`config.mk`:
```
export PLATFORM = sky130hd
export DESIGN_NAME = fc_subsystem
export DESIGN_NICKNAME = d
export VERILOG_FILES = /design/src/hw/fc_irq_pkg.sv /design/src/hw/fc_isa_pkg.sv /design/src/hw/fc_execute.sv /design/src/hw/fc_fetch.sv /design/src/hw/fc_irq_capture.sv /design/src/hw/fc_subsystem.sv
export VERILOG_INCLUDE_DIRS = /design/src /design/src/hw
export SDC_FILE = /design/constraint.sdc
export NUM_CORES = 1
export LEC_CHECK = 0
export BUFFER_PORTS_ARGS = -buffer_cell sky130_fd_sc_hd__buf_2
export CAP_MARGIN = 25
export CORE_MARGIN = 4
export CORE_UTILIZATION = 44
export CTS_BUF_LIST = sky130_fd_sc_hd__clkbuf_2 sky130_fd_sc_hd__clkbuf_4 sky130_fd_sc_hd__clkbuf_8
export DETAILED_ROUTE_END_ITERATION = 10
export PLACE_DENSITY = 0.64
export SYNTH_ARGS = -nofsm -noshare
export SYNTH_HDL_FRONTEND = slang
export SYNTH_SLANG_ARGS = --single-unit
```
`constraint.sdc`:
```
create_clock -name clk_i -period 7.75 [get_ports clk_i]
set_clock_uncertainty 0.2 [all_clocks]
set_input_delay 1.1625 -clock clk_i [delete_from_list [all_inputs] [get_ports clk_i]]
set_output_delay 1.1625 -clock clk_i [all_outputs]
set_load 0.05 [all_outputs]
```
`src/hw/fc_settings.svh`:
```
// ****************************
// Fabric controller settings
// Widths, interrupt map and fetch sizing
// ****************************
`ifndef FC_SETTINGS_SVH
`define FC_SETTINGS_SVH

// Data and address width
`define FC_XLEN 32

// Interrupt lines into the controller
`define FC_NUM_IRQ 32

// Event generator line, sampled as a level
`define FC_LEVEL_IRQ 11

// Vector table sits above the boot address
`define FC_VECTOR_OFFSET 32'h0000_0100

// Prefetch buffer entries
`define FC_FETCH_DEPTH 2

`endif

```
`src/hw/fc_irq_pkg.sv`:
```
// ****************************
// Interrupt and execute control types
// ****************************
`include "fc_settings.svh"

package fc_irq_pkg;

  // One id per interrupt line
  typedef logic [$clog2(`FC_NUM_IRQ)-1:0] fc_irq_id_t;

  typedef enum logic [2:0] {
    ST_IDLE,
    ST_RUN,
    ST_MEM_REQ,
    ST_MEM_WAIT,
    ST_SLEEP,
    ST_HALT
  } fc_exec_state_e;

endpackage

```
`src/hw/fc_isa_pkg.sv`:
```
// ****************************
// Accumulator ISA encodings
// Opcodes and instruction word layout
// ****************************
package fc_isa_pkg;

  // Opcode in bits 31:28 of each instruction word
  typedef enum logic [3:0] {
    OP_NOP   = 4'h0,
    OP_LOADI = 4'h1,
    OP_ADDI  = 4'h2,
    OP_LOAD  = 4'h3,
    OP_STORE = 4'h4,
    OP_JUMP  = 4'h5,
    OP_WFI   = 4'h6,
    OP_MRET  = 4'h7
  } fc_opcode_e;

  // Value, word address or jump target depending on the opcode
  typedef logic [27:0] fc_imm_t;

  typedef struct packed {
    fc_opcode_e opcode;
    fc_imm_t    imm;
  } fc_instr_t;

endpackage

```
`src/hw/fc_execute.sv`:
```
// ****************************
// Execute stage
// Accumulator core with data port, interrupts and debug halt
// ****************************
`timescale 1ns/1ps
`include "fc_settings.svh"

module fc_execute
  import fc_isa_pkg::*, fc_irq_pkg::*;
(
  input  logic                   clk_i,
  input  logic                   rst_ni,
  input  logic                   fetch_en_i,
  input  logic [`FC_XLEN-1:0]    boot_addr_i,
  input  logic                   debug_req_i,
  input  logic [`FC_NUM_IRQ-1:0] irq_pending_i,
  input  logic                   instr_valid_i,
  input  fc_instr_t              instr_word_i,
  input  logic [`FC_XLEN-1:0]    instr_pc_i,
  output logic                   instr_take_o,
  output logic                   redirect_o,
  output logic [`FC_XLEN-1:0]    redirect_pc_o,
  output logic                   fetch_stall_o,
  output logic                   start_o,
  output logic [`FC_XLEN-1:0]    start_pc_o,
  output logic                   irq_ack_o,
  output fc_irq_id_t             irq_ack_id_o,
  output logic                   stoptimer_o,
  output logic                   l2_data_req_o,
  output logic [`FC_XLEN-1:0]    l2_data_addr_o,
  output logic                   l2_data_we_o,
  output logic [`FC_XLEN-1:0]    l2_data_wdata_o,
  input  logic                   l2_data_gnt_i,
  input  logic                   l2_data_rvalid_i,
  input  logic [`FC_XLEN-1:0]    l2_data_rdata_i
);

  localparam int IMM_W = $bits(fc_imm_t);

  fc_exec_state_e      state_q, state_d;
  logic [`FC_XLEN-1:0] acc_q, acc_d;
  logic [`FC_XLEN-1:0] next_pc_q, next_pc_d;
  logic [`FC_XLEN-1:0] epc_q, epc_d;
  logic [`FC_XLEN-1:0] boot_q;
  logic                in_handler_q, in_handler_d;
  logic [`FC_XLEN-1:0] data_addr_q;
  logic [`FC_XLEN-1:0] data_wdata_q;
  logic                data_we_q;
  logic                mem_start;
  fc_irq_id_t          irq_id;
  logic [`FC_XLEN-1:0] imm_sext;
  logic [`FC_XLEN-1:0] imm_word;
  logic [`FC_XLEN-1:0] vector_pc;

  // Lowest pending line wins
  always_comb begin
    irq_id = '0;
    for (int i = `FC_NUM_IRQ - 1; i >= 0; i--) begin
      if (irq_pending_i[i]) begin
        irq_id = fc_irq_id_t'(i);
      end
    end
  end

  assign imm_sext  = {{(`FC_XLEN - IMM_W){instr_word_i.imm[IMM_W-1]}}, instr_word_i.imm};
  assign imm_word  = {{(`FC_XLEN - IMM_W - 2){1'b0}}, instr_word_i.imm, 2'b00};
  assign vector_pc = boot_q + `FC_VECTOR_OFFSET + `FC_XLEN'({irq_id, 2'b00});

  // ****************************
  // Control FSM
  // ****************************
  always_comb begin
    state_d       = state_q;
    acc_d         = acc_q;
    next_pc_d     = next_pc_q;
    epc_d         = epc_q;
    in_handler_d  = in_handler_q;
    instr_take_o  = 1'b0;
    redirect_o    = 1'b0;
    redirect_pc_o = vector_pc;
    irq_ack_o     = 1'b0;
    start_o       = 1'b0;
    mem_start     = 1'b0;
    case (state_q)
      ST_IDLE: begin
        if (fetch_en_i) begin
          start_o   = 1'b1;
          next_pc_d = boot_addr_i;
          state_d   = ST_RUN;
        end
      end
      ST_RUN: begin
        // Instruction boundary: debug first, then interrupts
        if (debug_req_i) begin
          state_d = ST_HALT;
        end else if (!in_handler_q && (|irq_pending_i)) begin
          irq_ack_o    = 1'b1;
          redirect_o   = 1'b1;
          epc_d        = next_pc_q;
          next_pc_d    = vector_pc;
          in_handler_d = 1'b1;
        end else if (instr_valid_i) begin
          instr_take_o = 1'b1;
          next_pc_d    = instr_pc_i + `FC_XLEN'(4);
          case (instr_word_i.opcode)
            OP_LOADI: acc_d = imm_sext;
            OP_ADDI:  acc_d = acc_q + imm_sext;
            OP_LOAD, OP_STORE: begin
              mem_start = 1'b1;
              state_d   = ST_MEM_REQ;
            end
            OP_JUMP: begin
              redirect_o    = 1'b1;
              redirect_pc_o = imm_word;
              next_pc_d     = imm_word;
            end
            OP_WFI: state_d = ST_SLEEP;
            OP_MRET: begin
              redirect_o    = 1'b1;
              redirect_pc_o = epc_q;
              next_pc_d     = epc_q;
              in_handler_d  = 1'b0;
            end
            // NOP and unused codes just retire
            default: ;
          endcase
        end
      end
      ST_MEM_REQ: begin
        if (l2_data_gnt_i) begin
          state_d = ST_MEM_WAIT;
        end
      end
      ST_MEM_WAIT: begin
        if (l2_data_rvalid_i) begin
          if (!data_we_q) begin
            acc_d = l2_data_rdata_i;
          end
          state_d = ST_RUN;
        end
      end
      ST_SLEEP: begin
        if ((|irq_pending_i) || debug_req_i) begin
          state_d = ST_RUN;
        end
      end
      ST_HALT: begin
        if (!debug_req_i) begin
          state_d = ST_RUN;
        end
      end
      default: state_d = ST_IDLE;
    endcase
  end

  always_ff @(posedge clk_i or negedge rst_ni) begin
    if (!rst_ni) begin
      state_q      <= ST_IDLE;
      acc_q        <= '0;
      next_pc_q    <= '0;
      epc_q        <= '0;
      boot_q       <= '0;
      in_handler_q <= 1'b0;
    end else begin
      state_q      <= state_d;
      acc_q        <= acc_d;
      next_pc_q    <= next_pc_d;
      epc_q        <= epc_d;
      in_handler_q <= in_handler_d;
      if (start_o) begin
        boot_q <= boot_addr_i;
      end
    end
  end

  // Data transfer fields, loaded when a LOAD or STORE retires
  always_ff @(posedge clk_i) begin
    if (mem_start) begin
      data_addr_q  <= imm_word;
      data_we_q    <= (instr_word_i.opcode == OP_STORE);
      data_wdata_q <= acc_q;
    end
  end

  assign start_pc_o      = boot_addr_i;
  assign irq_ack_id_o    = irq_id;
  assign fetch_stall_o   = (state_q == ST_SLEEP) || (state_q == ST_HALT);
  assign stoptimer_o     = (state_q == ST_HALT);
  assign l2_data_req_o   = (state_q == ST_MEM_REQ);
  assign l2_data_addr_o  = data_addr_q;
  assign l2_data_we_o    = data_we_q;
  assign l2_data_wdata_o = data_wdata_q;

  // After a grant no new request until the response is back
  a_one_data_txn : assert property (
    @(posedge clk_i) disable iff (!rst_ni)
    l2_data_req_o && l2_data_gnt_i |=> !l2_data_req_o until_with l2_data_rvalid_i
  ) else $error("second data request before rvalid");

endmodule

```
`src/hw/fc_fetch.sv`:
```
// ****************************
// Instruction fetch stage
// Prefetches words over the L2 instruction port
// ****************************
`timescale 1ns/1ps
`include "fc_settings.svh"

module fc_fetch
  import fc_isa_pkg::*;
(
  input  logic                clk_i,
  input  logic                rst_ni,
  input  logic                start_i,
  input  logic [`FC_XLEN-1:0] start_pc_i,
  input  logic                redirect_i,
  input  logic [`FC_XLEN-1:0] redirect_pc_i,
  input  logic                stall_i,
  input  logic                instr_take_i,
  output logic                instr_valid_o,
  output fc_instr_t           instr_word_o,
  output logic [`FC_XLEN-1:0] instr_pc_o,
  output logic                l2_instr_req_o,
  output logic [`FC_XLEN-1:0] l2_instr_addr_o,
  input  logic                l2_instr_gnt_i,
  input  logic                l2_instr_rvalid_i,
  input  logic [`FC_XLEN-1:0] l2_instr_rdata_i
);

  localparam int DEPTH = `FC_FETCH_DEPTH;
  localparam int PTR_W = (DEPTH > 1) ? $clog2(DEPTH) : 1;
  localparam int CNT_W = $clog2(DEPTH + 1);

  logic                running_q;
  logic                req_q;
  logic                outstanding_q;
  logic                discard_q;
  logic [`FC_XLEN-1:0] fetch_pc_q;
  logic [`FC_XLEN-1:0] req_addr_q;
  logic [PTR_W-1:0]    rd_ptr_q;
  logic [PTR_W-1:0]    wr_ptr_q;
  logic [CNT_W-1:0]    count_q;
  fc_instr_t           word_q [DEPTH];
  logic [`FC_XLEN-1:0] pc_q [DEPTH];
  logic                issue;
  logic                push;
  logic                pop;

  function automatic logic [PTR_W-1:0] next_ptr(input logic [PTR_W-1:0] ptr);
    if (ptr == PTR_W'(DEPTH - 1)) begin
      return '0;
    end
    return ptr + 1'b1;
  endfunction

  // New request only with a free slot and nothing in flight
  assign issue = running_q && !req_q && !outstanding_q && !stall_i && !redirect_i &&
                 !start_i && (count_q < CNT_W'(DEPTH));
  assign push  = l2_instr_rvalid_i && !discard_q && !redirect_i;
  assign pop   = instr_take_i && instr_valid_o && !redirect_i;

  always_ff @(posedge clk_i or negedge rst_ni) begin
    if (!rst_ni) begin
      running_q     <= 1'b0;
      req_q         <= 1'b0;
      outstanding_q <= 1'b0;
      discard_q     <= 1'b0;
      fetch_pc_q    <= '0;
      rd_ptr_q      <= '0;
      wr_ptr_q      <= '0;
      count_q       <= '0;
    end else begin
      if (start_i) begin
        running_q  <= 1'b1;
        fetch_pc_q <= start_pc_i;
      end else if (redirect_i) begin
        fetch_pc_q <= redirect_pc_i;
      end else if (issue) begin
        fetch_pc_q <= fetch_pc_q + `FC_XLEN'(4);
      end
      if (issue) begin
        req_q <= 1'b1;
      end else if (req_q && l2_instr_gnt_i) begin
        req_q <= 1'b0;
      end
      if (req_q && l2_instr_gnt_i) begin
        outstanding_q <= 1'b1;
      end else if (l2_instr_rvalid_i) begin
        outstanding_q <= 1'b0;
      end
      // Whatever is still in flight at a redirect belongs to the old path
      if (redirect_i) begin
        discard_q <= req_q || (outstanding_q && !l2_instr_rvalid_i);
      end else if (l2_instr_rvalid_i) begin
        discard_q <= 1'b0;
      end
      if (redirect_i) begin
        rd_ptr_q <= '0;
        wr_ptr_q <= '0;
        count_q  <= '0;
      end else begin
        if (push) begin
          wr_ptr_q <= next_ptr(wr_ptr_q);
        end
        if (pop) begin
          rd_ptr_q <= next_ptr(rd_ptr_q);
        end
        if (push && !pop) begin
          count_q <= count_q + 1'b1;
        end else if (pop && !push) begin
          count_q <= count_q - 1'b1;
        end
      end
    end
  end

  // Buffer contents and request address
  always_ff @(posedge clk_i) begin
    if (issue) begin
      req_addr_q <= fetch_pc_q;
    end
    if (push) begin
      word_q[wr_ptr_q] <= fc_instr_t'(l2_instr_rdata_i);
      pc_q[wr_ptr_q]   <= req_addr_q;
    end
  end

  assign instr_valid_o   = (count_q != '0);
  assign instr_word_o    = word_q[rd_ptr_q];
  assign instr_pc_o      = pc_q[rd_ptr_q];
  assign l2_instr_req_o  = req_q;
  assign l2_instr_addr_o = req_addr_q;

  // Request and address hold until the slave grants
  a_req_stable : assert property (
    @(posedge clk_i) disable iff (!rst_ni)
    l2_instr_req_o && !l2_instr_gnt_i |=> l2_instr_req_o && $stable(l2_instr_addr_o)
  ) else $error("instr req dropped or changed before gnt");

endmodule

```
`src/hw/fc_irq_capture.sv`:
```
// ****************************
// Interrupt capture
// Synchronizes event lines and keeps sticky pending bits
// ****************************
`timescale 1ns/1ps
`include "fc_settings.svh"

module fc_irq_capture
  import fc_irq_pkg::*;
(
  input  logic                   clk_i,
  input  logic                   rst_ni,
  input  logic [`FC_NUM_IRQ-1:0] events_i,
  input  logic                   irq_ack_i,
  input  fc_irq_id_t             irq_ack_id_i,
  output logic [`FC_NUM_IRQ-1:0] irq_pending_o
);

  logic [`FC_NUM_IRQ-1:0] sync_q;
  logic [`FC_NUM_IRQ-1:0] sync_qq;
  logic [`FC_NUM_IRQ-1:0] prev_q;
  logic [`FC_NUM_IRQ-1:0] rise;
  logic [`FC_NUM_IRQ-1:0] pending_q;

  // Rising edge on the synchronized lines
  assign rise = sync_qq & ~prev_q;

  always_ff @(posedge clk_i or negedge rst_ni) begin
    if (!rst_ni) begin
      sync_q    <= '0;
      sync_qq   <= '0;
      prev_q    <= '0;
      pending_q <= '0;
    end else begin
      sync_q  <= events_i;
      sync_qq <= sync_q;
      prev_q  <= sync_qq;
      for (int i = 0; i < `FC_NUM_IRQ; i++) begin
        if (i == `FC_LEVEL_IRQ) begin
          // Level line follows its input, ack has no effect
          pending_q[i] <= sync_qq[i];
        end else if (irq_ack_i && (irq_ack_id_i == fc_irq_id_t'(i))) begin
          pending_q[i] <= 1'b0;
        end else begin
          pending_q[i] <= pending_q[i] | rise[i];
        end
      end
    end
  end

  assign irq_pending_o = pending_q;

  // ****************************
  // Checks
  // ****************************
  // The core may only acknowledge a line that is pending
  a_ack_pending : assert property (
    @(posedge clk_i) disable iff (!rst_ni)
    irq_ack_i |-> irq_pending_o[irq_ack_id_i]
  ) else $error("irq ack for id %0d without pending bit", irq_ack_id_i);

endmodule

```
`src/hw/fc_subsystem.sv`:
```
// ****************************
// Fabric controller subsystem
// Interrupt capture, fetch and execute on two L2 ports
// ****************************
`timescale 1ns/1ps
`include "fc_settings.svh"

module fc_subsystem
  import fc_isa_pkg::*, fc_irq_pkg::*;
(
  input  logic                   clk_i,
  input  logic                   rst_ni,
  input  logic                   fetch_en_i,
  input  logic [`FC_XLEN-1:0]    boot_addr_i,
  input  logic                   debug_req_i,
  input  logic [`FC_NUM_IRQ-1:0] events_i,
  output logic                   core_irq_ack_o,
  output fc_irq_id_t             core_irq_ack_id_o,
  output logic                   stoptimer_o,

  // L2 instruction port
  output logic                   l2_instr_req_o,
  output logic [`FC_XLEN-1:0]    l2_instr_addr_o,
  input  logic                   l2_instr_gnt_i,
  input  logic                   l2_instr_rvalid_i,
  input  logic [`FC_XLEN-1:0]    l2_instr_rdata_i,

  // L2 data port
  output logic                   l2_data_req_o,
  output logic [`FC_XLEN-1:0]    l2_data_addr_o,
  output logic                   l2_data_we_o,
  output logic [`FC_XLEN-1:0]    l2_data_wdata_o,
  input  logic                   l2_data_gnt_i,
  input  logic                   l2_data_rvalid_i,
  input  logic [`FC_XLEN-1:0]    l2_data_rdata_i
);

  logic [`FC_NUM_IRQ-1:0] irq_pending;
  logic                   instr_valid;
  fc_instr_t              instr_word;
  logic [`FC_XLEN-1:0]    instr_pc;
  logic                   instr_take;
  logic                   redirect;
  logic [`FC_XLEN-1:0]    redirect_pc;
  logic                   fetch_stall;
  logic                   start;
  logic [`FC_XLEN-1:0]    start_pc;

  // ****************************
  // Interrupt capture
  // ****************************
  fc_irq_capture irq_capture_i (
    .clk_i        (clk_i),
    .rst_ni       (rst_ni),
    .events_i     (events_i),
    .irq_ack_i    (core_irq_ack_o),
    .irq_ack_id_i (core_irq_ack_id_o),
    .irq_pending_o(irq_pending)
  );

  // ****************************
  // Core pipeline
  // ****************************
  fc_fetch fetch_i (
    .clk_i            (clk_i),
    .rst_ni           (rst_ni),
    .start_i          (start),
    .start_pc_i       (start_pc),
    .redirect_i       (redirect),
    .redirect_pc_i    (redirect_pc),
    .stall_i          (fetch_stall),
    .instr_take_i     (instr_take),
    .instr_valid_o    (instr_valid),
    .instr_word_o     (instr_word),
    .instr_pc_o       (instr_pc),
    .l2_instr_req_o   (l2_instr_req_o),
    .l2_instr_addr_o  (l2_instr_addr_o),
    .l2_instr_gnt_i   (l2_instr_gnt_i),
    .l2_instr_rvalid_i(l2_instr_rvalid_i),
    .l2_instr_rdata_i (l2_instr_rdata_i)
  );

  fc_execute execute_i (
    .clk_i           (clk_i),
    .rst_ni          (rst_ni),
    .fetch_en_i      (fetch_en_i),
    .boot_addr_i     (boot_addr_i),
    .debug_req_i     (debug_req_i),
    .irq_pending_i   (irq_pending),
    .instr_valid_i   (instr_valid),
    .instr_word_i    (instr_word),
    .instr_pc_i      (instr_pc),
    .instr_take_o    (instr_take),
    .redirect_o      (redirect),
    .redirect_pc_o   (redirect_pc),
    .fetch_stall_o   (fetch_stall),
    .start_o         (start),
    .start_pc_o      (start_pc),
    .irq_ack_o       (core_irq_ack_o),
    .irq_ack_id_o    (core_irq_ack_id_o),
    .stoptimer_o     (stoptimer_o),
    .l2_data_req_o   (l2_data_req_o),
    .l2_data_addr_o  (l2_data_addr_o),
    .l2_data_we_o    (l2_data_we_o),
    .l2_data_wdata_o (l2_data_wdata_o),
    .l2_data_gnt_i   (l2_data_gnt_i),
    .l2_data_rvalid_i(l2_data_rvalid_i),
    .l2_data_rdata_i (l2_data_rdata_i)
  );

endmodule

```
======== Yosys cells after proc, flatten, opt, wreduce, memory -nomap -nowiden ========
Memories as Yosys holds them, arrays and structs flattened.
Index checks and enable logic that the tools add are counted.
storage, ports and cells
  register bits after elaboration ......... 393
  bits in writable memories ............... 128
  input port bits ......................... 136
  output and inout port bits .............. 106
  word-level logic and storage cells ...... 345
  memories ................................ 2
cells by class
  $add $sub $neg .......................... 9
  magnitude comparators ................... 1
  eq/ne operators ......................... 56
  mux-type cells .......................... 140
  bitwise operators ....................... 34
  reductions and logical operators ........ 81
memory list
  name            words  bits a word  rd ports  clocked after Yosys merged registers in  wr ports  RTL line        text
  fetch_i.pc_q    2      32           1         0                                        1         fc_fetch.sv:43  logic [`FC_XLEN-1:0] pc_q [DEPTH];
  fetch_i.word_q  2      32           1         0                                        1         fc_fetch.sv:42  fc_instr_t word_q [DEPTH];
operators by type and width
  kind                                                             count
  32-bit 2-to-1 mux                                                16
  32-bit case mux with 2 select lines                              5
  5-bit 2-to-1 mux                                                 32
  5-bit == test, second input constant                             16
  1-bit 2-to-1 mux                                                 74
  32-bit by 3-bit adder with 32-bit output, second input constant  2
  1-bit logical AND                                                46
  5-bit by 4-bit == test with 1-bit output, second input constant  7
  32-bit adder                                                     1
  32-bit by 7-bit adder with 32-bit output                         1
  32-bit by 9-bit adder with 32-bit output, second input constant  1
  32-bit AND                                                       1
  32-bit inverter                                                  1
  32-bit OR reduction                                              1
  1-bit OR                                                         31
  3-bit 2-to-1 mux                                                 8
  5-bit by 3-bit == test with 1-bit output, second input constant  4
  2-bit nonzero test                                               10
  3-bit case mux with 6 select lines                               1
  4-bit by 3-bit == test with 1-bit output, second input constant  4
  2-bit inequality test, second input constant                     7
  5-bit by 2-bit == test with 1-bit output, second input constant  2
  1-bit logical NOT                                                10
  3-bit inequality test, second input constant                     3
  25 further kinds                                                 37

======== Logic depth before layout (Yosys ltp) ========
Gate-level depths: netlist of the first run.
  depth in word-level cells ............... 40
  depth in mapped cells ................... 21
  mapped depth without buffers ............ 20

======== Cells and area by module ========
A second synthesis of the first run with hierarchy kept.
second synthesis, totals
  cells, all modules ...................... 2,082
  area, all modules ....................... 24,352.1 um^2
modules (own cells, without submodules)
  module          times used  cells an instance  area an instance (um^2)  sequential area each (um^2)
  fc_execute      1           1,335              12,314.3                 5,134.9
  fc_fetch        1           542                8,207.9                  5,805.6
  fc_irq_capture  1           205                3,829.9                  3,178.0

======== Worst setup path before layout of the first run ========
OpenSTA, ideal clock, no wires.
  path kind ............................... register to register
  start ................................... register irq_capture_i.pending_q[19] (netlist: irq_capture_i.irq_pending_o[19])
  end ..................................... memory fetch_i.pc_q[0][0] (netlist bit) (enable)
  setup time .............................. 0.494 ns
  data arrival time ....................... 5.354 ns
  data required time ...................... 7.056 ns
  slack ................................... 1.702 ns
  cell stages (with the launch flop) ...... 9
  path buffers ............................ 2
  clock period less this slack ............ 6.048 ns
  cells stage by stage .................... dfrtp_1 > or4_4 > or4b_4 > o21a_1 > buf_6 > o21ai_2 > clkbuf_1 > and2_1 > nor2b_1
between the ends
  word-level cells in the longest chain between the ends .. 9
RTL lines
  what                                    RTL line              text
  start: declaration                      fc_irq_capture.sv:23  logic [`FC_NUM_IRQ-1:0] pending_q;
  start signal: indexed assignment        fc_irq_capture.sv:41  pending_q[i] <= sync_qq[i];
  start signal: indexed assignment        fc_irq_capture.sv:45  pending_q[i] <= pending_q[i] | rise[i];
  32-bit OR reduction                     fc_execute.sv:96      end else if (!in_handler_q && (|irq_pending_i)) begin
  1-bit logical AND                       fc_execute.sv:96
  1-bit 2-to-1 mux                        fc_execute.sv:96
  1-bit 2-to-1 mux                        fc_execute.sv:94      if (debug_req_i) begin
  1-bit 2-to-1 mux                        fc_execute.sv:84      case (state_q)
  1-bit logical NOT                       fc_fetch.sv:58        assign push = l2_instr_rvalid_i && !discard_q && !redirect_i;
  1-bit logical AND                       fc_fetch.sv:58
  1-bit 2-to-1 mux                        fc_fetch.sv:121       if (push) begin
  1-bit 2-to-1 mux (implied by the code)  fc_fetch.sv:123       pc_q[wr_ptr_q] <= req_addr_q;
  end: declaration                        fc_fetch.sv:43
No other way between the ends.

======== Worst setup path in the final report of the first run ========
  start ................................... register irq_capture_i.pending_q[31] (netlist: irq_capture_i.irq_pending_o[31])
  end ..................................... register fetch_i.fetch_pc_q[22]
between the ends
  word-level cells in the longest chain between the ends .. 40
  elaborated cells on any way between the ends .. 50
  classes of those cells .................. 1 x add/sub; 42 x mux; 7 x reduce/logical
RTL lines
  what                                      RTL line           text
  5-bit 2-to-1 mux (32 in series)           fc_execute.sv:59   if (irq_pending_i[i]) begin
  32-bit by 7-bit adder with 32-bit output  fc_execute.sv:67   assign vector_pc = boot_q + `FC_VECTOR_OFFSET + `FC_XLEN'({irq_id, 2'b00});
  32-bit case mux with 2 select lines       fc_execute.sv:105  case (instr_word_i.opcode)
  32-bit 2-to-1 mux                         fc_execute.sv:102  end else if (instr_valid_i) begin
  32-bit 2-to-1 mux                         fc_execute.sv:96
  32-bit 2-to-1 mux                         fc_execute.sv:94
  32-bit 2-to-1 mux                         fc_execute.sv:84
  32-bit 2-to-1 mux                         fc_fetch.sv:75     end else if (redirect_i) begin
  32-bit 2-to-1 mux                         fc_fetch.sv:72     if (start_i) begin
  end signal: assignment                    fc_fetch.sv:74     fetch_pc_q <= start_pc_i;
  end signal: assignment                    fc_fetch.sv:76     fetch_pc_q <= redirect_pc_i;
  end signal: assignment                    fc_fetch.sv:78     fetch_pc_q <= fetch_pc_q + `FC_XLEN'(4);
  end: declaration                          fc_fetch.sv:37     logic [`FC_XLEN-1:0] fetch_pc_q;
Parallel ways exist; a longest one is shown, timed or not.
A chain may end at the register's enable or synchronous reset.

==> results of run 1 <==
worst max-delay path: stages (launching register included):
cell and delay, ns:
dfrtp_1 0.40, nor2_1 0.11, o31ai_1 0.08, a211oi_1 0.27, o31ai_1 0.10, a211oi_1 0.24
o31a_1 0.15, o31ai_1 0.06, nand2_1 0.46, inv_1 0.48, fa_1 0.57, a21o_1 0.20
a21oi_1 0.22, o21bai_1 0.11, a21oi_1 0.16, buf_4 0.26, nor3_1 0.10, xnor2_1 0.25
a211oi_1 0.11, a2111oi_0 0.45, nor2_1 0.10
power by group through the flow:
| stage | sequential [uW] | clock, uW | combinational [uW] |
|---|---|---|---|
| floorplan | 4500 | 0 | 2990 |
| global placement | 4430 | 0 | 4470 |
| detailed placement | 4450 | 0 | 4550 |
| CTS | 4400 | 2510 | 4570 |
| global route | 4490 | 2640 | 5030 |
| finish | 4400 | 2450 | 4610 |
kinds of logic (layout without fill, tap and decap cells):
family	count (synthesis)	after routing
buffers and inverters	179	511
xor gates and xnor gates	108	108
muxes	73	73
AOI/OAI and AO/OA	534	534
and+or+nand+nor	750	750
DFF	520	520
other	1	5
adders and majority gates	41	41
final timing paths:
check | from | endpoint | cells after the start
max reg2reg | irq_capture_i.irq_pending_o[31] | fetch_i.fetch_pc_q[22] | 20
max | irq_capture_i.irq_pending_o[31] | fetch_i.fetch_pc_q[22] | 20
min reg2reg | irq_capture_i.sync_q[10] | irq_capture_i.sync_qq[10] | 0
min | irq_capture_i.sync_q[10] | irq_capture_i.sync_qq[10] | 0
max in group asynchronous | rst_ni | irq_capture_i.sync_q[26] | 2
min in group asynchronous | rst_ni | execute_i.boot_q[10] | 1
metrics by stage:
step | instances | hold WS (ns) | worst slack, ns
2_1_floorplan | 2209 | 0.131 | 1.70
3_3_place_gp | 3068 | 0.132 | 2.60
3_5_place_dp | 3069 | 0.135 | 2.65
4_1_cts | 3228 | 0.134 | 2.57
5_1_grt | 3229 | 0.152 | 2.07
6_report | 3230 | 0.134 | 2.50
final cells by class:
cell class / instances / share of cell area [%]
clock inverters: 29 / 0.664
diodes: 1 / 0.00909
repair buffers: 275 / 5.53
multi-input cells: 1510 / 32.6
flip-flops and latches: 520 / 51.3
well taps: 688 / 3.13
clock buffers: 130 / 5.75
inverters: 77 / 1.05
metal layers:
layer	track usage, %	vias to the layer above
met5	0	-
met4	9.39	0
met3	4.75	142
met2	40.5	798
met1	32.8	9101
li1	-	8501
registers in the layout, indices dropped and copies added, names as in the netlist, 2 cells and up:
register and cells:
execute_i.acc_q 32, execute_i.boot_q 32, execute_i.epc_q 32, execute_i.l2_data_addr_o 28
execute_i.l2_data_wdata_o 32, execute_i.next_pc_q 32, execute_i.state_q 3, fetch_i.count_q 2
fetch_i.fetch_pc_q 32, fetch_i.l2_instr_addr_o 32, fetch_i.pc_q 64, fetch_i.word_q 64
irq_capture_i.irq_pending_o 31, irq_capture_i.prev_q 32, irq_capture_i.sync_q 32, irq_capture_i.sync_qq 32
cell usage in the layout (no fill, tap or decap), types with 13 or more instances in the layout:
master    instances
a211oi_1         45
a21o_1           22
a21oi_1         178
a31oi_1          53
and3_1           13
buf_2           236
buf_4            36
clkbuf_4         33
clkbuf_8         97
clkinv_2         16
dfrtp_1         298
edfxtp_1        221
ha_1             39
inv_1            76
mux2_2           14
mux2i_1          58
nand2_1         349
nand2b_1         13
nand3_1          43
nand4_1          30
nor2_1          174
nor2b_1          18
nor3_1           26
nor4_1           20
o211ai_1         35
o21ai_0          95
o22ai_1          13
xnor2_1          70
xor2_1           38
==> qor.yml, run 1 <==
die:
  start_util_pct: 44.8
  dieArea_mm2: 0.0579
  ios: 242
  die_h_um: 241
  core_area_mm2: 0.0531
  rows: 84
  die_w_um: 241
cts:
  clk_pin_slew_ns: 0.06
  cts_hold_buf: 0
  cts_made_buffers: 87
  h-tree-depth: 3
  clk_latency_ns: 0.69
  clockBufferDepth: 3
  cts_tree: "done"
  post-cts-setup-buffer-count: 0
  clock_sinks: 520
  cts_resized: 0
  clock-root-buffer: "clkbuf_8"
synthesis:
  synth_ff_type: "dfrtp_1"
  seq_area_frac_synth_pct: 59.3
  async_reset_ff_share_pct: 57.5
  synth-simple-area-share_pct: 14.2
  synth.distinct_cells: 79
  synth.avg_cell_area_um2: 10.8
  yosys_warnings: 0
  ys_ff_latch: 520
  yosys-top-cells-count: "nand2_1 (349), dfrtp_1 (299), edfxtp_1 (221), a21oi_1 (178), nor2_1 (176)"
  synth-compound-area-share_pct: 14.0
  synth_most_common_cell: "nand2_1"
  synthXorXnorAreaFrac_pct: 3.98
  synthAdderAreaFrac_pct: 2.22
  synth_area_mm2: 0.0238
  muxShareOfSynthArea_pct: 3.15
  synth_top_area_cell: "dfrtp_1"
  synth_top_cell_area_share_pct: 31.4
  synth_edf_count: 221
  synth_top_family_by_area: "simple AND/OR/NAND/NOR gates"
  synth.area.top_cells: "dfrtp_1 (31%), edfxtp_1 (28%), nand2_1 (5.5%), a21oi_1 (3.7%), nor2_1 (2.8%)"
  netlist_instances: 2206
power:
  switchingPower_uw: 4810
  finalPower_uw: 11500
  leakage_uw: 0.0115
  power_frac_seq_pct: 38.4
  power.density_mw_per_mm2: 416
  peakVddDrop_mv: 0.148
  clockPowerShare_pct: 21.4
  swShare_pct: 42.0
  internal_power_uw: 6650
  p_comb_share_pct: 40.2
final_layout:
  layout-drive-gt1-share_pct: 18.5
  regArea_mm2: 0.0141
  multi_input_area_mm2: 0.00897
  layout.nets: 2648
  area_growth_pct: 15.7
  final_core_util_pct: 51.9
  fillers: 4764
  final_area_mm2: 0.0275
sta:
  fmax_mhz: 191
  relSlewSlack_pct: 31.8
  rsz0062_at_grt: "no"
  fin_crit_ns: 5.25
  fin_crit_sh_pct: 67.7
  finalMaxSlewViolations: 0
  finalHoldViolCount: 0
  finalSetupViolCount: 0
  worst_pin_slew_ns: 1.02
  setup_tns_ns: 0
worst_setup_path:
  cp_data_arrival_time_ns: 5.60
  reg2reg_slack_ns: 2.50
  endpoint_kind: "flip-flop"
  critPathMaxFanout: 18
  critical_path_class: "flip-flop to flip-flop"
  cp-start-kind: "flip-flop"
  critical_path_required_ns: 8.10
routing:
  wl_met3_um: 5300
  dr.pass1.iters: 8
  wl_per_cell_um: 22.3
  drc: 0
  detail_route.vias_per_cell: 5.74
  final_antenna_net_count: 0
  vias: 18500
  drtIter0Drc: 1789
  wl_met2_um: 34400
  totalWireLength_um: 71900
  m1WireLength_um: 29600
  dr.max_layer_used: "met4"
min_path:
  hold_path_class: "flip-flop to flip-flop"
job:
  maxCapViolations: 0
global_routing:
  antenna_found_initial: 0
  grt_max_degree: 126
  grt_first_pass_wirelength_um: 109000
  grt_pass1_vias: 18400
  grt_overflow: 0
  grt_usage_pct: 24.7
placed_design:
  place_area_mm2: 0.0257
  dp_hpwl_um: 51200
  io_buffers: 237
  finalWeightedCongestion: 0.918
outcome:
  status: "finished clean"
Note: power is estimated with default switching activity, not from simulation.
==> inputs of run 2 (changes only) <==
--- a/config.mk
+++ b/config.mk
@@ -12,7 +12,7 @@
 export CORE_UTILIZATION = 44
 export CTS_BUF_LIST = sky130_fd_sc_hd__clkbuf_2 sky130_fd_sc_hd__clkbuf_4 sky130_fd_sc_hd__clkbuf_8
 export DETAILED_ROUTE_END_ITERATION = 10
-export PLACE_DENSITY = 0.64
+export PLACE_DENSITY = 0.67
 export SYNTH_ARGS = -nofsm -noshare
 export SYNTH_HDL_FRONTEND = slang
 export SYNTH_SLANG_ARGS = --single-unit
==> constraint.sdc (replaced) <==
create_clock -name clk_i -period 4.8 [get_ports clk_i]
set_clock_uncertainty 0.2 [all_clocks]
set_input_delay 0.72 -clock clk_i [delete_from_list [all_inputs] [get_ports clk_i]]
set_output_delay 0.72 -clock clk_i [all_outputs]
set_load 0.05 [all_outputs]
==> qor.yml, run 2 (synthesized netlist as in run 1, its figures left out) <==
global_routing:
  grt_usage_pct: 24.9  # +0.22 points
  grt_pass1_vias: 19000  # +3.1%
  grt_first_pass_wirelength_um: 111000  # +1.2%
  grt_overflow: 0  # unchanged
  grt_max_degree: 103  # -18%
  antenna_found_initial: 4  # +4
final_layout:
  final_area_mm2: 0.0285  # +3.4%
  top_regs: "fetch_i.pc_q (64), fetch_i.word_q (64)"
  fillers: 4664  # -2.1%
  layout-drive-gt1-share_pct: 19.1  # +0.57 points
  area_growth_pct: 19.6
  final_common_cell: "nand2_1"
  mostFrequentLayoutCells: "nand2_1 (349), dfrtp_1 (298), buf_2 (236)"
  multi_input_area_mm2: 0.00897  # about the same
  layout.nets: 2729  # +3.1%
  regArea_mm2: 0.0141  # unchanged
routing:
  drtIter0Drc: 1786  # -0.17%
  totalWireLength_um: 72400  # +0.73%
  wl_per_cell_um: 21.9  # -1.8%
  detail_route.vias_per_cell: 5.69  # -0.80%
  final_antenna_net_count: 0  # unchanged
  drc: 0  # unchanged
  dr.pass1.iters: 6  # -2
  vias: 18900  # +1.8%
die:
  rows: 84  # unchanged
  die_h_um: 241  # unchanged
  ios: 242  # unchanged
  core_area_mm2: 0.0531  # unchanged
  dieArea_mm2: 0.0579  # unchanged
  die_w_um: 241  # unchanged
  start_util_pct: 44.8  # unchanged
sta:
  relSlewSlack_pct: 25.7  # -6.1 points
  fmax_mhz: 223  # +17%
  finalHoldViolCount: 0  # unchanged
  setup_tns_ns: 0  # unchanged
  hold_slack_ns: 0.0520  # -0.0816 ns
  fin_crit_ns: 4.48  # -0.770 ns
  worst_pin_slew_ns: 1.11  # +0.0877 ns
  rsz0062_at_grt: "no"
  fin_crit_sh_pct: 93.3  # +26 points
  finalSetupViolCount: 0  # unchanged
  finalMaxSlewViolations: 0  # unchanged
worst_setup_path:
  startpoint: "irq_capture_i.irq_pending_o[30]"
  endpoint_kind: "flip-flop"
  slowest_stage: "a2111oi_1"
  crit_top_cell: "a21oi_1"
  reg2regPathDepth: 21  # +5.0%
  cp_cell_sequence: "inv_1 -> a21oi_1 -> o21bai_1 -> a21oi_1 -> o21bai_1 -> a21oi_1 -> o211ai_1 -> a21oi_1 -> nor2_1 -> ha_1 -> fa_1 -> a21o_1 -> a21oi_1 -> o21bai_1 -> a21oi_1 -> buf_4 -> nor3_1 -> xnor2_1 -> a211oi_1 -> a2111oi_1 -> nor2_1"
  crit_path_end: "fetch_i.fetch_pc_q[22]"
  rr_endpoint: "fetch_i.fetch_pc_q[22]"
  critical_path_required_ns: 5.16  # -2.94 ns
  timing.rr.start: "irq_capture_i.irq_pending_o[30]"
  cp-start-kind: "flip-flop"
  critPathMaxFanout: 11  # -7
  reg2reg_slack_ns: 0.32  # -2.18 ns
  critical_path_class: "flip-flop to flip-flop"
  max_stage_delay_ns: 0.45  # -0.12 ns
  cp_data_arrival_time_ns: 4.84  # -0.76 ns
cts:
  cts_tree: "done"
  post-cts-setup-buffer-count: 0  # unchanged
  h-tree-depth: 3  # unchanged
  clockBufferDepth: 3  # unchanged
  clock-root-buffer: "clkbuf_8"
  clk_pin_slew_ns: 0.07  # about the same
  clock_sinks: 520  # unchanged
  cts_made_buffers: 86  # -1.1%
  clk_latency_ns: 0.69  # about the same
min_path:
  hold_path_class: "primary input to flip-flop"
placed_design:
  finalWeightedCongestion: 0.953  # +3.8%
  dp_hpwl_um: 51400  # +0.27%
  place_area_mm2: 0.0261  # +1.3%
  io_buffers: 237  # unchanged
power:
  leakage_uw: 0.0120  # +3.7%
  peakVddDrop_mv: 0.311  # +110%
  power.density_mw_per_mm2: 666  # +60%
job:
  maxCapViolations: 0  # unchanged
outcome:
  status: "finished clean"
## run 2: power by group
| group | internal (uW) | switching [uW] | leakage, uW |
|---|---|---|---|
| registers | 6090 | 954 | 0.00554 |
| logic | 2690 | 5020 | 0.00543 |
| clock network | 2340 | 1860 | 0.000997 |
| total | 11100 | 7840 | 0.0120 |
## run 2: area by class of cell
| type | instances | area share [%] |
|---|---|---|
| antenna | 3 | 0.0264 |
| clock buffer | 126 | 5.48 |
| clock inverter | 33 | 1.12 |
| inverter | 77 | 1.02 |
| multi-input combinational | 1510 | 31.5 |
| sequential | 520 | 49.6 |
| tap | 688 | 3.02 |
| timing repair buffer | 357 | 8.21 |
## run 2: worst min-delay path by stage
stage	start	end	slack, ns	depth (start not counted)
final	l2_instr_rdata_i[22]	fetch_i.word_q[0][22]	0.05	1
after global routing	l2_instr_rdata_i[31]	fetch_i.word_q[1][31]	0.02	1
after CTS	l2_instr_rdata_i[25]	fetch_i.word_q[1][25]	0.001	1
after detailed placement	irq_capture_i.sync_q[15]	irq_capture_i.sync_qq[15]	0.13	0
after global placement	irq_capture_i.sync_q[0]	irq_capture_i.sync_qq[0]	0.13	0
after floorplan	irq_capture_i.sync_qq[11]	irq_capture_i.prev_q[11]	0.13	0
## run 2: what timing repair did
action | in CTS | in global routing
resized for setup | 0 | 1
hold buffers | 51 | 0
hold endpoints to repair | 164 | 0
setup endpoints to repair | 0 | 1
## run 2: per-layer routing
metal | share of wire [%] | vias to the layer above | GRT usage, %
li1 | - | 8647 | -
met1 | 41 | 9256 | 33.1
met2 | 48 | 789 | 41.1
met3 | 6.8 | 180 | 4.17
met4 | 4.0 | 0 | 9.88
met5 | 0 | - | 0
## run 2: critical path: cells and delay by family, from the launching register on
family	cells	cell delay, ns
AO/OA/AOI/OAI	13	2.26
XOR/XNOR	1	0.25
adder cells (fa/ha/maj)	2	0.67
buffers and inverters	2	0.28
flip-flops	1	0.39
AND/OR/NAND/NOR	3	0.29
## run 2: metrics by stage
step           util (%)  instances  total power (uW)  setup WS [ns]
3_5_place_dp       49.1       3101             14700          0.338
3_3_place_gp       49.1       3101             14500          0.488
2_1_floorplan         -       2209             12100          0.158
4_1_cts            53.6       3311             19000          0.295
6_report           53.6       3314             19000          0.321
5_1_grt            53.6       3312             20000         0.0232
==> inputs of run 3 (changes only) <==
--- a/config.mk
+++ b/config.mk
@@ -6,7 +6,7 @@
 export SDC_FILE = /design/constraint.sdc
 export NUM_CORES = 1
 export LEC_CHECK = 0
-export BUFFER_PORTS_ARGS = -buffer_cell sky130_fd_sc_hd__buf_2
+export BUFFER_PORTS_ARGS = -buffer_cell sky130_fd_sc_hd__buf_4
 export CAP_MARGIN = 25
 export CORE_MARGIN = 4
 export CORE_UTILIZATION = 44
==> qor.yml, run 3 (synthesized netlist as in run 1, its figures left out) <==
outcome:
  status: "finished clean"
final_layout:
  layout-drive-gt1-share_pct: 18.9  # -0.16 points
  final_area_mm2: 0.0291  # +2.2%
  top_regs: "fetch_i.pc_q (64), fetch_i.word_q (64)"
  area_growth_pct: 22.3
  layout.cells.non_filler: 3318  # +0.12%
  mostFrequentLayoutCells: "nand2_1 (349), buf_4 (301), dfrtp_1 (298)"
  final_core_util_pct: 54.8  # +1.2 points
  final_common_cell: "nand2_1"
  fillers: 4557  # -2.3%
  layout.nets: 2736  # +0.26%
global_routing:
  grt_pass1_vias: 18800  # -0.87%
  antenna_found_initial: 1  # -3
  grt_usage_pct: 24.9  # about the same
  grt_max_degree: 102  # -0.97%
  grt_overflow: 0  # unchanged
  grt_first_pass_wirelength_um: 111000  # about the same
sta:
  finalHoldViolCount: 0  # unchanged
  fin_crit_sh_pct: 91.5  # -1.8 points
  hold_slack_ns: 0.0443  # -0.00769 ns
  finalMaxSlewViolations: 0  # unchanged
  finalSetupViolCount: 0  # unchanged
  worst_pin_slew_ns: 1.10  # -0.00690 ns
  rsz0062_at_grt: "no"
  relSlewSlack_pct: 26.4  # +0.69 points
  fin_crit_ns: 4.39  # -0.0857 ns
  setup_tns_ns: 0  # unchanged
  fmax_mhz: 228  # +2.0%
die:
  die_w_um: 241  # unchanged
  core_area_mm2: 0.0531  # unchanged
  ios: 242  # unchanged
  start_util_pct: 44.8  # unchanged
  rows: 84  # unchanged
  die_h_um: 241  # unchanged
  dieArea_mm2: 0.0579  # unchanged
job:
  maxCapViolations: 0  # unchanged
placed_design:
  finalWeightedCongestion: 0.975  # +2.4%
  place_area_mm2: 0.0267  # +2.3%
  place_inst: 3104  # +0.097%
  dp_hpwl_um: 52100  # +1.4%
  io_buffers: 237  # unchanged
cts:
  clock-root-buffer: "clkbuf_8"
  clock_sinks: 520  # unchanged
  clockBufferDepth: 3  # unchanged
  clk_pin_slew_ns: 0.06  # about the same
  cts_tree: "done"
  clk_latency_ns: 0.68  # about the same
  cts_made_buffers: 86  # unchanged
  h-tree-depth: 3  # unchanged
routing:
  totalWireLength_um: 73000  # +0.73%
  drc: 0  # unchanged
  wl_per_cell_um: 22.0  # +0.60%
  dr.pass1.iters: 6  # unchanged
  drtIter0Drc: 1993  # +12%
  vias: 19100  # +0.95%
  detail_route.vias_per_cell: 5.74  # +0.83%
  final_antenna_net_count: 0  # unchanged
worst_setup_path:
  critPathMaxFanout: 46  # +35
  cp-start-kind: "flip-flop"
  critical_path_class: "flip-flop to primary output"
  cp_data_arrival_time_ns: 3.47  # -1.37 ns
  critical_path_required_ns: 3.88  # -1.28 ns
  endpoint_kind: "primary output"
power:
  peakVddDrop_mv: 0.377  # +21%
  power.density_mw_per_mm2: 657  # -1.4%
  leakage_uw: 0.0122  # +1.7%
min_path:
  hold_path_class: "primary input to flip-flop"
## run 3: worst max-delay path, stage by stage, from the launching register on
cell and delay [ns]:
dfrtp_1 0.43, or4_4 0.57, or4b_4 0.61, o21a_1 0.21
buf_4 0.31, nand2_1 0.19, inv_2 0.20, buf_4 0.26
## run 3: report_power, final
| group | switching, uW | total, uW | internal [uW] |
|---|---|---|---|
| logic | 5020 | 7840 | 2810 |
| clock network | 1820 | 4220 | 2400 |
| registers | 984 | 7080 | 6090 |
| total | 7830 | 19100 | 11300 |
## run 3: per-layer routing
layer	track usage (%)	wire length [um]
met4	10.3	2860
met1	33.4	30600
met5	0	0
met3	3.85	4310
met2	40.7	35200
## run 3: repair_timing
item                                    4_1_cts  5_1_grt
endpoints found under the hold margin       158        0
hold buffers                                 55        0
endpoints found under the setup margin        0        1
resized for setup                             0        1
buffers inserted                              0        0
## run 3: per-stage QoR
| stage | total power, uW | setup WS [ns] |
|---|---|---|
| CTS | 19200 | 0.321 |
| finish | 19100 | 0.406 |
| detailed placement | 14900 | 0.357 |
| floorplan | 12100 | 0.158 |
| global route | 20200 | 0.0625 |
| global placement | 14700 | 0.434 |
## run 3: cell type report
cell class                      count  area [um^2]  area share (%)
Sequential cell                   520        14100            48.5
Multi-Input combinational cell   1510         8980            30.9
Timing Repair Buffer              364         2970            10.2
Clock buffer                      122         1520            5.23
Tap cell                          688          861            2.96
Clock inverter                     36          363            1.25
Inverter                           77          289           0.993
Antenna cell                        1         2.50         0.00860
## run 3: path summary, 6_finish.rpt
kind	end	cells past startpoint	start	slack, ns
max reg2reg	fetch_i.fetch_pc_q[22]	20	irq_capture_i.irq_pending_o[30]	0.45
max in group asynchronous	execute_i.epc_q[1]	3	rst_ni	2.88
min	fetch_i.word_q[0][28]	1	l2_instr_rdata_i[28]	0.04
max	core_irq_ack_o	7	irq_capture_i.irq_pending_o[18]	0.41
min in group asynchronous	fetch_i.fetch_pc_q[9]	2	rst_ni	0.46
min reg2reg	irq_capture_i.sync_qq[7]	0	irq_capture_i.sync_q[7]	0.14
